==> src/rvPkg.sv <==
package rvPkg;

    localparam int xlen     = 32;
    localparam int regCount = 8;
    localparam int regIdxW  = $clog2(regCount); // only low bits of rs/rd used
    localparam int memWords = 64;
    localparam int memIdxW  = $clog2(memWords);

    typedef enum logic [6:0] {
        lui    = 7'b0110111,
        jal    = 7'b1101111,
        jalr   = 7'b1100111,
        load   = 7'b0000011,
        store  = 7'b0100011,
        branch = 7'b1100011,
        opImm  = 7'b0010011,
        opReg  = 7'b0110011
    } opcodeE;

    typedef enum logic [1:0] {
        add   = 2'b00,
        sub   = 2'b01,
        funct = 2'b10, // look at funct3/funct7
        passB = 2'b11
    } aluClassE;

    typedef enum logic [2:0] {
        aluAdd,
        aluSub,
        aluAnd,
        aluOr,
        aluXor,
        aluSlt,
        aluPassB
    } aluOpE;

    typedef enum logic [2:0] {
        immI,
        immS,
        immB,
        immU,
        immJ
    } immKindE;

    typedef struct packed {
        logic     regWrite;
        immKindE  immKind;
        logic     aluSrc;    // 1 selects imm as ALU operand b
        logic     memWrite;
        logic     resultSrc; // 1 selects load data
        logic     pcSrc;
        aluClassE aluClass;
        logic     jalrSrc;   // target from ALU instead of pc+imm
        logic     jumpSrc;   // write back pc+4
    } ctrlT;

    // one record per retired instruction
    typedef struct packed {
        logic            regWrite;
        logic [4:0]      rd;
        logic [xlen-1:0] result;
        logic            memWrite;
        logic [xlen-1:0] memAddr;
        logic [xlen-1:0] memData;
    } retireT;

endpackage

==> src/alu.sv <==
module alu import rvPkg::*; (
    input  logic [xlen-1:0] a,
    input  logic [xlen-1:0] b,
    input  aluOpE           aluOp,
    output logic [xlen-1:0] result,
    output logic            zero
);

    logic lessThan;

    assign lessThan = $signed(a) < $signed(b);

    always_comb begin
        case (aluOp)
            aluAdd:   result = a + b;
            aluSub:   result = a - b;
            aluAnd:   result = a & b;
            aluOr:    result = a | b;
            aluXor:   result = a ^ b;
            aluSlt:   result = {{(xlen-1){1'b0}}, lessThan};
            aluPassB: result = b; // lui
            default:  result = '0;
        endcase
    end

    assign zero = (result == '0);

endmodule

==> config.mk <==
export PLATFORM = sky130hd
export DESIGN_NAME = alu
export DESIGN_NICKNAME = d
export VERILOG_FILES = /design/src/rvPkg.sv /design/src/alu.sv
export SDC_FILE = /design/constraint.sdc
export NUM_CORES = 1
export LEC_CHECK = 0
export BUFFER_PORTS_ARGS = -buffer_cell sky130_fd_sc_hd__clkbuf_2
export CORE_MARGIN = 5
export CORE_UTILIZATION = 40
export DETAILED_ROUTE_END_ITERATION = 10
export SYNTH_ARGS = -nofsm -noshare
export SYNTH_HDL_FRONTEND = slang
export SYNTH_SLANG_ARGS = --single-unit
==> constraint.sdc <==
create_clock -name vclk -period 5.41
set_input_delay 0.541 -clock vclk [all_inputs]
set_output_delay 0.541 -clock vclk [all_outputs]
set_load 0.01 [all_outputs]
==> run summary, run 1 <==
Die X: 135 um
share of the synthesized area in the top cell type: 21.3%
Final period util: 95.1%
Clock buffer cells: 0
largest net degree at the start of global routing: 32
average via count per standard cell: 6.32
RSZ-0062 raised after global routing: false
routed len/inst: 19.7 um
area of the multi-input gates: 5620 um^2
Rows: 45
Final Max Tran Viols: 0
Comb pwr share: 100.0%
Critical Path Sink Type: output pin
Startpoint Class: input port
die area: 18,100 um^2
syn nets: 1,117
critical path data arrival time: 4600 ps
Post-CTS Setup Inserts: 0
n_diodes: 0
final setup fails: 0
Clock power frac: 0%
GP Congestion: 0.973
worst hold slack: 1690 ps
CP Class: in -> out
clock period minus worst slack: 5150 ps
die height: 135 um
sw frac: 62.1%
fin nets: 1,201
drt pass-1 iters: 7
share of layout cells above drive strength 1: 16.1%
Min-Delay Path Class: in -> out
Syn Std Cell Area: 6210 um^2
Final WS setup: 265 ps
Syn Area/Cell: 6.60 um^2
DRT Wirelength: 23.9 mm
Reg area: 0 um^2
Util after Layout: 46.4%
initial antenna violation count: 0
Setup TNS: 0 ps
port bufs: 100
Vias: 7,665
Ports: 100
core area: 15,200 um^2
Initial DRC Count: 763
Max FO, Critical Path: 5
fmax: 0.194 GHz
vias in the first global route: 7,076
area leader, netlist: ha_1
VDD IR max: 0.0481 mV
Critical Path Start: a[0]
Psw: 502 uW
Place WS: 249 ps
Leak Pwr: 0.00340 uW
PD cells: 115 nW/um^2
CP Capture Point: zero
Slew HR: 42.0%
Hold Buf Count CTS: 0
status: completed
# DRC: 0
sequential cells: 0
Area contributors post-synth: ha_1 (21%), a21oi_1 (7.3%), inv_1 (5.7%), mux2i_1 (5.3%), nor2_1 (5.1%)
Flop pwr share: 0%
grt total ovfl: 0
Design Power: 808 uW
HPWL after DPL: 19.4 mm
Cells after Synth: 942
commonest non-fill, non-tap cells in the layout: ha_1 (106), clkbuf_2 (99), inv_1 (94)
count of cell types in the netlist: 79
Internal: 306 uW
Seq/Total Area, Yosys: 0%
GRT Resource Usage Total: 25.3%
worst-margin pin slew: 848 ps
worst endpoint required time: 4870 ps
first-pass GRT wire length: 38.1 mm
P&R area growth vs syn: 13.4%
Final Hold Fails: 0
YS warnings: 0
ANT nets after route: 0
max-cap violations: 0
commonest non-fill, non-tap cell in the layout: ha_1
fillers: 1,644
initial core utilization: 40.9%
[area by class of cell]
type | count | area share (%)
inverters | 97 | 5.17
multi-input cells | 785 | 79.7
well taps | 188 | 3.34
repair buffers | 142 | 11.8
[metal layers]
metal	global-route usage, %	wire length [um]	vias to the layer above
met5	0	0	-
met4	4.52	482	0
met3	3.20	2220	58
met2	40.4	10300	438
met1	36.6	10900	3533
li1	-	-	3636
[cell usage after synthesis, drive strengths merged, types with 12 or more instances]
master	instances
a21o	13
a21oi	91
buf	18
clkbuf	42
ha	106
inv	95
mux2i	33
nand2	65
nand2b	13
nand3	24
nor2	84
nor2b	13
nor3	20
o211ai	13
o21ai	46
o221ai	12
o22ai	24
[worst min path at each step]
stage                     startpoint        end  depth (start not counted)
after floorplan             aluOp[0]  result[1]                          3
after global placement          b[5]  result[5]                          6
after detailed placement        b[5]  result[5]                          6
after CTS                       b[5]  result[5]                          6
after global routing            b[5]  result[5]                          6
final                           b[5]  result[5]                          6
[repair_timing]
item	4_1_cts	5_1_grt
endpoints found under the setup margin	0	1
gates resized for setup	0	1
hold endpoints to repair	0	0
[power groups by stage]
stage          registers, uW  logic [uW]  clock network (uW)
6_report                   0         808                   0
5_1_grt                    0         882                   0
4_1_cts                    0         790                   0
3_5_place_dp               0         785                   0
3_3_place_gp               0         788                   0
2_1_floorplan              0         517                   0
[cells by family (layout without fill, tap and decap cells)]
family	count (synthesis)	in the layout	synth area share, %
compound gates	331	331	36.4
xor+xnor	14	14	1.97
fa+ha+maj	108	108	22.0
buf+inv	157	239	9.78
mux	38	38	6.22
simple gates	294	294	23.7
[worst max-delay path, stage by stage]
cell and delay, ps:
clkbuf_2 90, inv_1 50, ha_1 220, fa_1 410, o21bai_1 230, nand4_1 190, nand3b_1 260, a21oi_1 230
o32a_1 240, or4b_1 560, or4_1 600, nor4_4 270, nand4_1 140, nor4bb_1 280, buf_4 160, clkbuf_2 120
[through the flow]
stage | area (um^2) | std cells
final | 7050 | 1212
after global routing | 7050 | 1212
after CTS | 7040 | 1212
after detailed placement | 7040 | 1212
after global placement | 7040 | 1212
after floorplan | 6210 | 942
Note: power is estimated with default switching activity, not from simulation.
==> inputs of run 2 (changes only) <==
--- a/config.mk
+++ b/config.mk
@@ -5,6 +5,7 @@
 export SDC_FILE = /design/constraint.sdc
 export NUM_CORES = 1
 export LEC_CHECK = 0
+export ABC_AREA = 1
 export BUFFER_PORTS_ARGS = -buffer_cell sky130_fd_sc_hd__clkbuf_2
 export CORE_MARGIN = 5
 export CORE_UTILIZATION = 40
==> run 2 against run 1 <==
Global-route usage rose by 1.5 points; via count rose by 14%; die area up 11%; highest routed layer unchanged; worst setup slack gained 1200 ps; fmax rose by 29%; non-clock buffer count down 40; sequential cell count stayed put; core utilization fell by 2.7 points; largest power group unchanged; critical endpoint unchanged; critical path depth is 2 higher.
==> run summary, run 2 <==
status: completed
max-cap violations: 0 (unchanged)
sw frac: 69.4% (+7.3 points)
Placed Instance Area: 7470 um^2 (+6.2%)
Flop pwr share: 0% (unchanged)
commonest non-fill, non-tap cell in the layout: nand2_1
Startpoint Class: input port
CP Class: in -> out
grt total ovfl: 0 (unchanged)
Critical Path Start: b[22]
sequential cells: 0 (unchanged)
Min-Delay Path Class: in -> out
count of cell types in the netlist: 36 (-54%)
most frequent cell after synthesis: nand2_1
Final Hold Fails: 0 (unchanged)
average via count per standard cell: 5.23 (-17%)
critical hold path startpoint: b[2]
VDD IR max: 0.0467 mV (-2.9%)
Reg area: 0 um^2 (unchanged)
fmax: 0.251 GHz (+29%)
first-pass GRT wire length: 42.8 mm (+13%)
share of layout cells above drive strength 1: 8.83% (-7.3 points)
RSZ-0062 raised after global routing: false
Rows: 48 (+6.7%)
worst endpoint required time: 4870 ps (about the same)
HPWL after DPL: 23.7 mm (+22%)
Worst Hold Path EP: result[2]
drt pass-1 iters: 6 (-1)
Ports: 100 (unchanged)
Seq/Total Area, Yosys: 0% (unchanged)
Vias: 8,757 (+14%)
Comb pwr share: 100.0% (about the same)
initial core utilization: 40.5% (-0.41 points)
core area: 17,100 um^2 (+13%)
area leader, netlist: nand2_1
Util after Layout: 43.7% (-2.7 points)
Clock buffer cells: 0 (unchanged)
routed len/inst: 16.7 um (-15%)
YS warnings: 0 (unchanged)
Critical Path Sink Type: output pin
initial antenna violation count: 0 (unchanged)
Design Area, Final: 7470 um^2 (+6.1%)
Initial DRC Count: 989 (+30%)
commonest non-fill, non-tap cells in the layout: nand2_1 (450), inv_1 (302), nor2_1 (156)
final setup fails: 0 (unchanged)
post_cts resized: 0 (unchanged)
vias in the first global route: 8,108 (+15%)
GP Congestion: 1.04 (+6.6%)
GRT Resource Usage Total: 26.7% (+1.5 points)
Max FO, Critical Path: 10 (+5)
Syn Std Cell Area: 6930 um^2 (+11%)
Die X: 142 um (+5.2%)
Clock power frac: 0% (unchanged)
Cells after Synth: 1,386 (+47%)
Post-CTS Setup Inserts: 0 (unchanged)
Slew HR: 50.1% (+8.1 points)
syn nets: 1,561 (+40%)
Final Max Tran Viols: 0 (unchanged)
clock period minus worst slack: 3990 ps (-1160 ps)
PD cells: 105 nW/um^2 (-8.2%)
Psw: 546 uW (+8.9%)
die area: 20,000 um^2 (+11%)
die height: 142 um (+5.2%)
fin nets: 1,627 (+35%)
Final period util: 73.7% (-21 points)
port bufs: 100 (unchanged)
n_diodes: 0 (unchanged)
Internal: 240 uW (-22%)
# DRC: 0 (unchanged)
Setup TNS: 0 ps (unchanged)
Syn Area/Cell: 5.00 um^2 (-24%)
fillers: 1,995 (+21%)
DRT Wirelength: 28.0 mm (+17%)
Synth top cells by count: nand2_1 (450), inv_1 (302), nor2_1 (156)
worst-margin pin slew: 748 ps (-99.8 ps)
hold depth: 4 (-2)
share of the synthesized area in the top cell type: 24.4% (+3.0 points)
ANT nets after route: 0 (unchanged)
Hold Buf Count CTS: 0 (unchanged)
P&R area growth vs syn: 7.91%
Area contributors post-synth: nand2_1 (24%), ha_1 (19%), inv_1 (16%), nand3_1 (8.6%), nor2_1 (8.5%)
largest net degree at the start of global routing: 29 (-9.4%)
Leak Pwr: 0.00478 uW (+41%)
critical path data arrival time: 3450 ps (-1150 ps)
[run 2: changes by cell type after synthesis, sizes merged, moves of 12 or more]
cell	previous run	this run
nand2	65	456
inv	95	309
nand3	24	123
nor2	84	160
clkbuf	42	2
mux2i	33	0
a21oi	91	68
buf	18	36
o21ai	46	30
nand2b	13	0
nor2b	13	0
o211ai	13	0
a21o	13	1
[run 2: area by class of cell]
class	count	area (um^2)	share of cell area [%]
multi-input combinational	1039	5520	73.8
inverter	309	1160	15.5
timing repair buffer	102	515	6.90
tap	225	282	3.77
[run 2: power by group through the flow]
stage	Clock (uW)	Combinational (uW)	Sequential (uW)
after global placement	0	764	0
after detailed placement	0	764	0
after CTS	0	767	0
after floorplan	0	518	0
final	0	787	0
after global routing	0	870	0
[run 2: through the flow]
stage,worst slack [ps],power (uW),instances,hold WS [ps]
after floorplan,2440,518,1386,1230
after global placement,1380,764,1675,1500
after detailed placement,1510,764,1675,1500
after CTS,1500,767,1675,1510
after global routing,1180,870,1675,1530
final,1420,787,1675,1500
[run 2: kinds of logic (layout without fill, tap and decap cells)]
kind of cell / after synthesis / after routing / share of synthesized area (%)
compound gates: 162 / 162 / 14.2
buf+inv: 347 / 411 / 20.3
fa+ha+maj: 108 / 108 / 19.7
simple gates: 769 / 769 / 45.8
[run 2: routing by layer]
metal | vias up | GRT usage [%] | part of all wire, %
met5 | - | 0 | 0
met3 | 32 | 5.26 | 10
met4 | 0 | 4.19 | 1.6
met2 | 410 | 41.4 | 42
li1 | 4414 | - | -
met1 | 3901 | 39.0 | 46
[run 2: how the worst max path moves through the flow]
stage | to | slack, ps | cells after the start
floorplan | zero | 2440 | 20
global placement | zero | 1380 | 18
detailed placement | zero | 1510 | 16
CTS | zero | 1500 | 16
global route | zero | 1180 | 18
finish | zero | 1420 | 18
[run 2: worst max-delay path, cell delays in order]
cell	delay [ps]
clkbuf_2	90
inv_1	60
ha_1	520
inv_1	140
a21oi_1	330
o21ai_0	240
inv_1	90
nand2_1	60
inv_1	70
nand4_1	80
nand3_1	130
nand3_1	180
nor2_1	150
nand2_1	70
nor2_1	200
nand2_1	100
nor2_1	210
clkbuf_2	180
==> inputs of run 3 (changes only) <==
==> constraint.sdc (replaced) <==
create_clock -name vclk -period 3.8
set_input_delay 0.38 -clock vclk [all_inputs]
set_output_delay 0.38 -clock vclk [all_outputs]
set_load 0.01 [all_outputs]
==> run 3 against run 2 <==
Combinational power increased by 42%; sequential share of layout area stayed put; design area grew 0.80%; die area is the same; worst hold slack got worse by 320 ps; sequential cell count did not move; wire length shrank 1.4%; critical endpoint unchanged.
==> run summary, run 3 (synthesis gave the netlist of run 2 again) <==
met3 Track Usage GR: 3.57% (-1.7 points)
Die X: 142 um (unchanged)
Post-CTS Setup Inserts: 0 (unchanged)
core area: 17,100 um^2 (unchanged)
area of the multi-input gates: 5520 um^2 (unchanged)
max-cap violations: 0 (unchanged)
Final Max Tran Viols: 0 (unchanged)
grt total ovfl: 0 (unchanged)
RSZ-0062 raised after global routing: false
critical path data arrival time: 3100 ps (-350 ps)
die area: 20,000 um^2 (unchanged)
vias in the first global route: 8,121 (+0.16%)
M1 GR Usage: 38.5% (-0.46 points)
Worst Path Buf+Inv: 4 (-2)
Hold Buf Count CTS: 0 (unchanged)
Max FO, Critical Path: 10 (unchanged)
Critical Path Most Common Cell: nor2_1
Slowest-stage cell, CP: ha_1
worst path cell trace: clkbuf_2, inv_1, ha_1, nand2_1, nor2_1, inv_1, nor2_1, nand4_1, nand3_1, nand2_1, nand3_1, nand3_1, nor2_1, nand2_1, nor2_1, nand2_1, nor2_1, clkbuf_2
post_cts resized: 0 (unchanged)
drt pass-1 iters: 6 (unchanged)
ANT nets after route: 0 (unchanged)
fmax: 0.288 GHz
P&R area growth vs syn: 8.78%
status: completed
sequential cells: 0 (unchanged)
share of layout cells above drive strength 1: 9.33% (+0.50 points)
HPWL after DPL: 23.6 mm (-0.36%)
average via count per standard cell: 5.31 (+1.6%)
routed len/inst: 16.4 um (-1.9%)
Reg area: 0 um^2 (unchanged)
Final Hold Fails: 0 (unchanged)
PD cells: 149 nW/um^2 (+42%)
met2 Use GR: 40.5% (-0.90 points)
Slew HR: 54.8% (+4.7 points)
die height: 142 um (unchanged)
fillers: 2,019 (+1.2%)
# DRC: 0 (unchanged)
first-pass GRT wire length: 42.3 mm (-1.4%)
final setup fails: 0 (unchanged)
clock period minus worst slack: 3480 ps
port bufs: 100 (unchanged)
Leak Pwr: 0.00481 uW (+0.78%)
GP Congestion: 1.03 (-1.0%)
Critical Path Sink Type: output pin
Rows: 48 (unchanged)
Clock buffer cells: 0 (unchanged)
worst-margin pin slew: 678 ps (-70.0 ps)
Placed Instance Area: 7530 um^2 (+0.80%)
Setup TNS: 0 ps (unchanged)
fin nets: 1,635 (+0.49%)
Startpoint Class: input port
initial antenna violation count: 0 (unchanged)
largest net degree at the start of global routing: 28 (-3.4%)
Vias: 8,941 (+2.1%)
Critical Path Max Stage Delay: 520 ps (about the same)
Initial DRC Count: 933 (-5.7%)
VDD IR max: 0.0770 mV (+65%)
initial core utilization: 40.5% (unchanged)
GRT Resource Usage Total: 26.2% (-0.59 points)
Min-Delay Path Class: in -> out
Crit path max-delay family: simple AND/OR/NAND/NOR gates
n_diodes: 0 (unchanged)
CP Class: in -> out
DRT Wirelength: 27.6 mm (-1.4%)
commonest non-fill, non-tap cell in the layout: nand2_1
busiest grt layer: met2
Design Area, Final: 7530 um^2 (+0.80%)
Final period util: 91.5%
Ports: 100 (unchanged)
worst endpoint required time: 3420 ps (-1450 ps)
commonest non-fill, non-tap cells in the layout: nand2_1 (450), inv_1 (302), nor2_1 (156)
[run 3: layout make-up]
type                       count  share of cell area [%]
tap                          225                    3.74
inverter                     309                    15.4
timing repair buffer         110                    7.64
multi-input combinational   1039                    73.2
[run 3: per-stage QoR]
stage	setup slack [ps]	utilization [%]	hold slack [ps]	cells	total power, uW
after CTS	380	44.0	1170	1683	1100
after global routing	102	44.0	1220	1683	1250
after floorplan	1150	-	910	1386	738
final	323	44.0	1180	1683	1120
after detailed placement	383	44.0	1170	1683	1090
after global placement	346	44.0	1180	1683	1100
[run 3: power by group]
group	internal, uW	switching (uW)
Sequential	0	0
Clock	0	0
Combinational	349	774
[run 3: tightest hold or removal path, stage by stage]
cell	delay, ps
clkbuf_2	110
nand2_1	60
nand4_1	110
clkbuf_2	140
[run 3: final timing paths]
kind   from         to  slack (ps)  cells past startpoint
max   b[16]       zero         320                     18
min    b[2]  result[2]        1180                      4
[run 3: routing by layer]
| layer | share of wire, % | routed length (um) |
|---|---|---|
| met1 | 45 | 12500 |
| met2 | 42 | 11500 |
| met3 | 10 | 2790 |
| met5 | 0 | 0 |
| met4 | 2.9 | 792 |
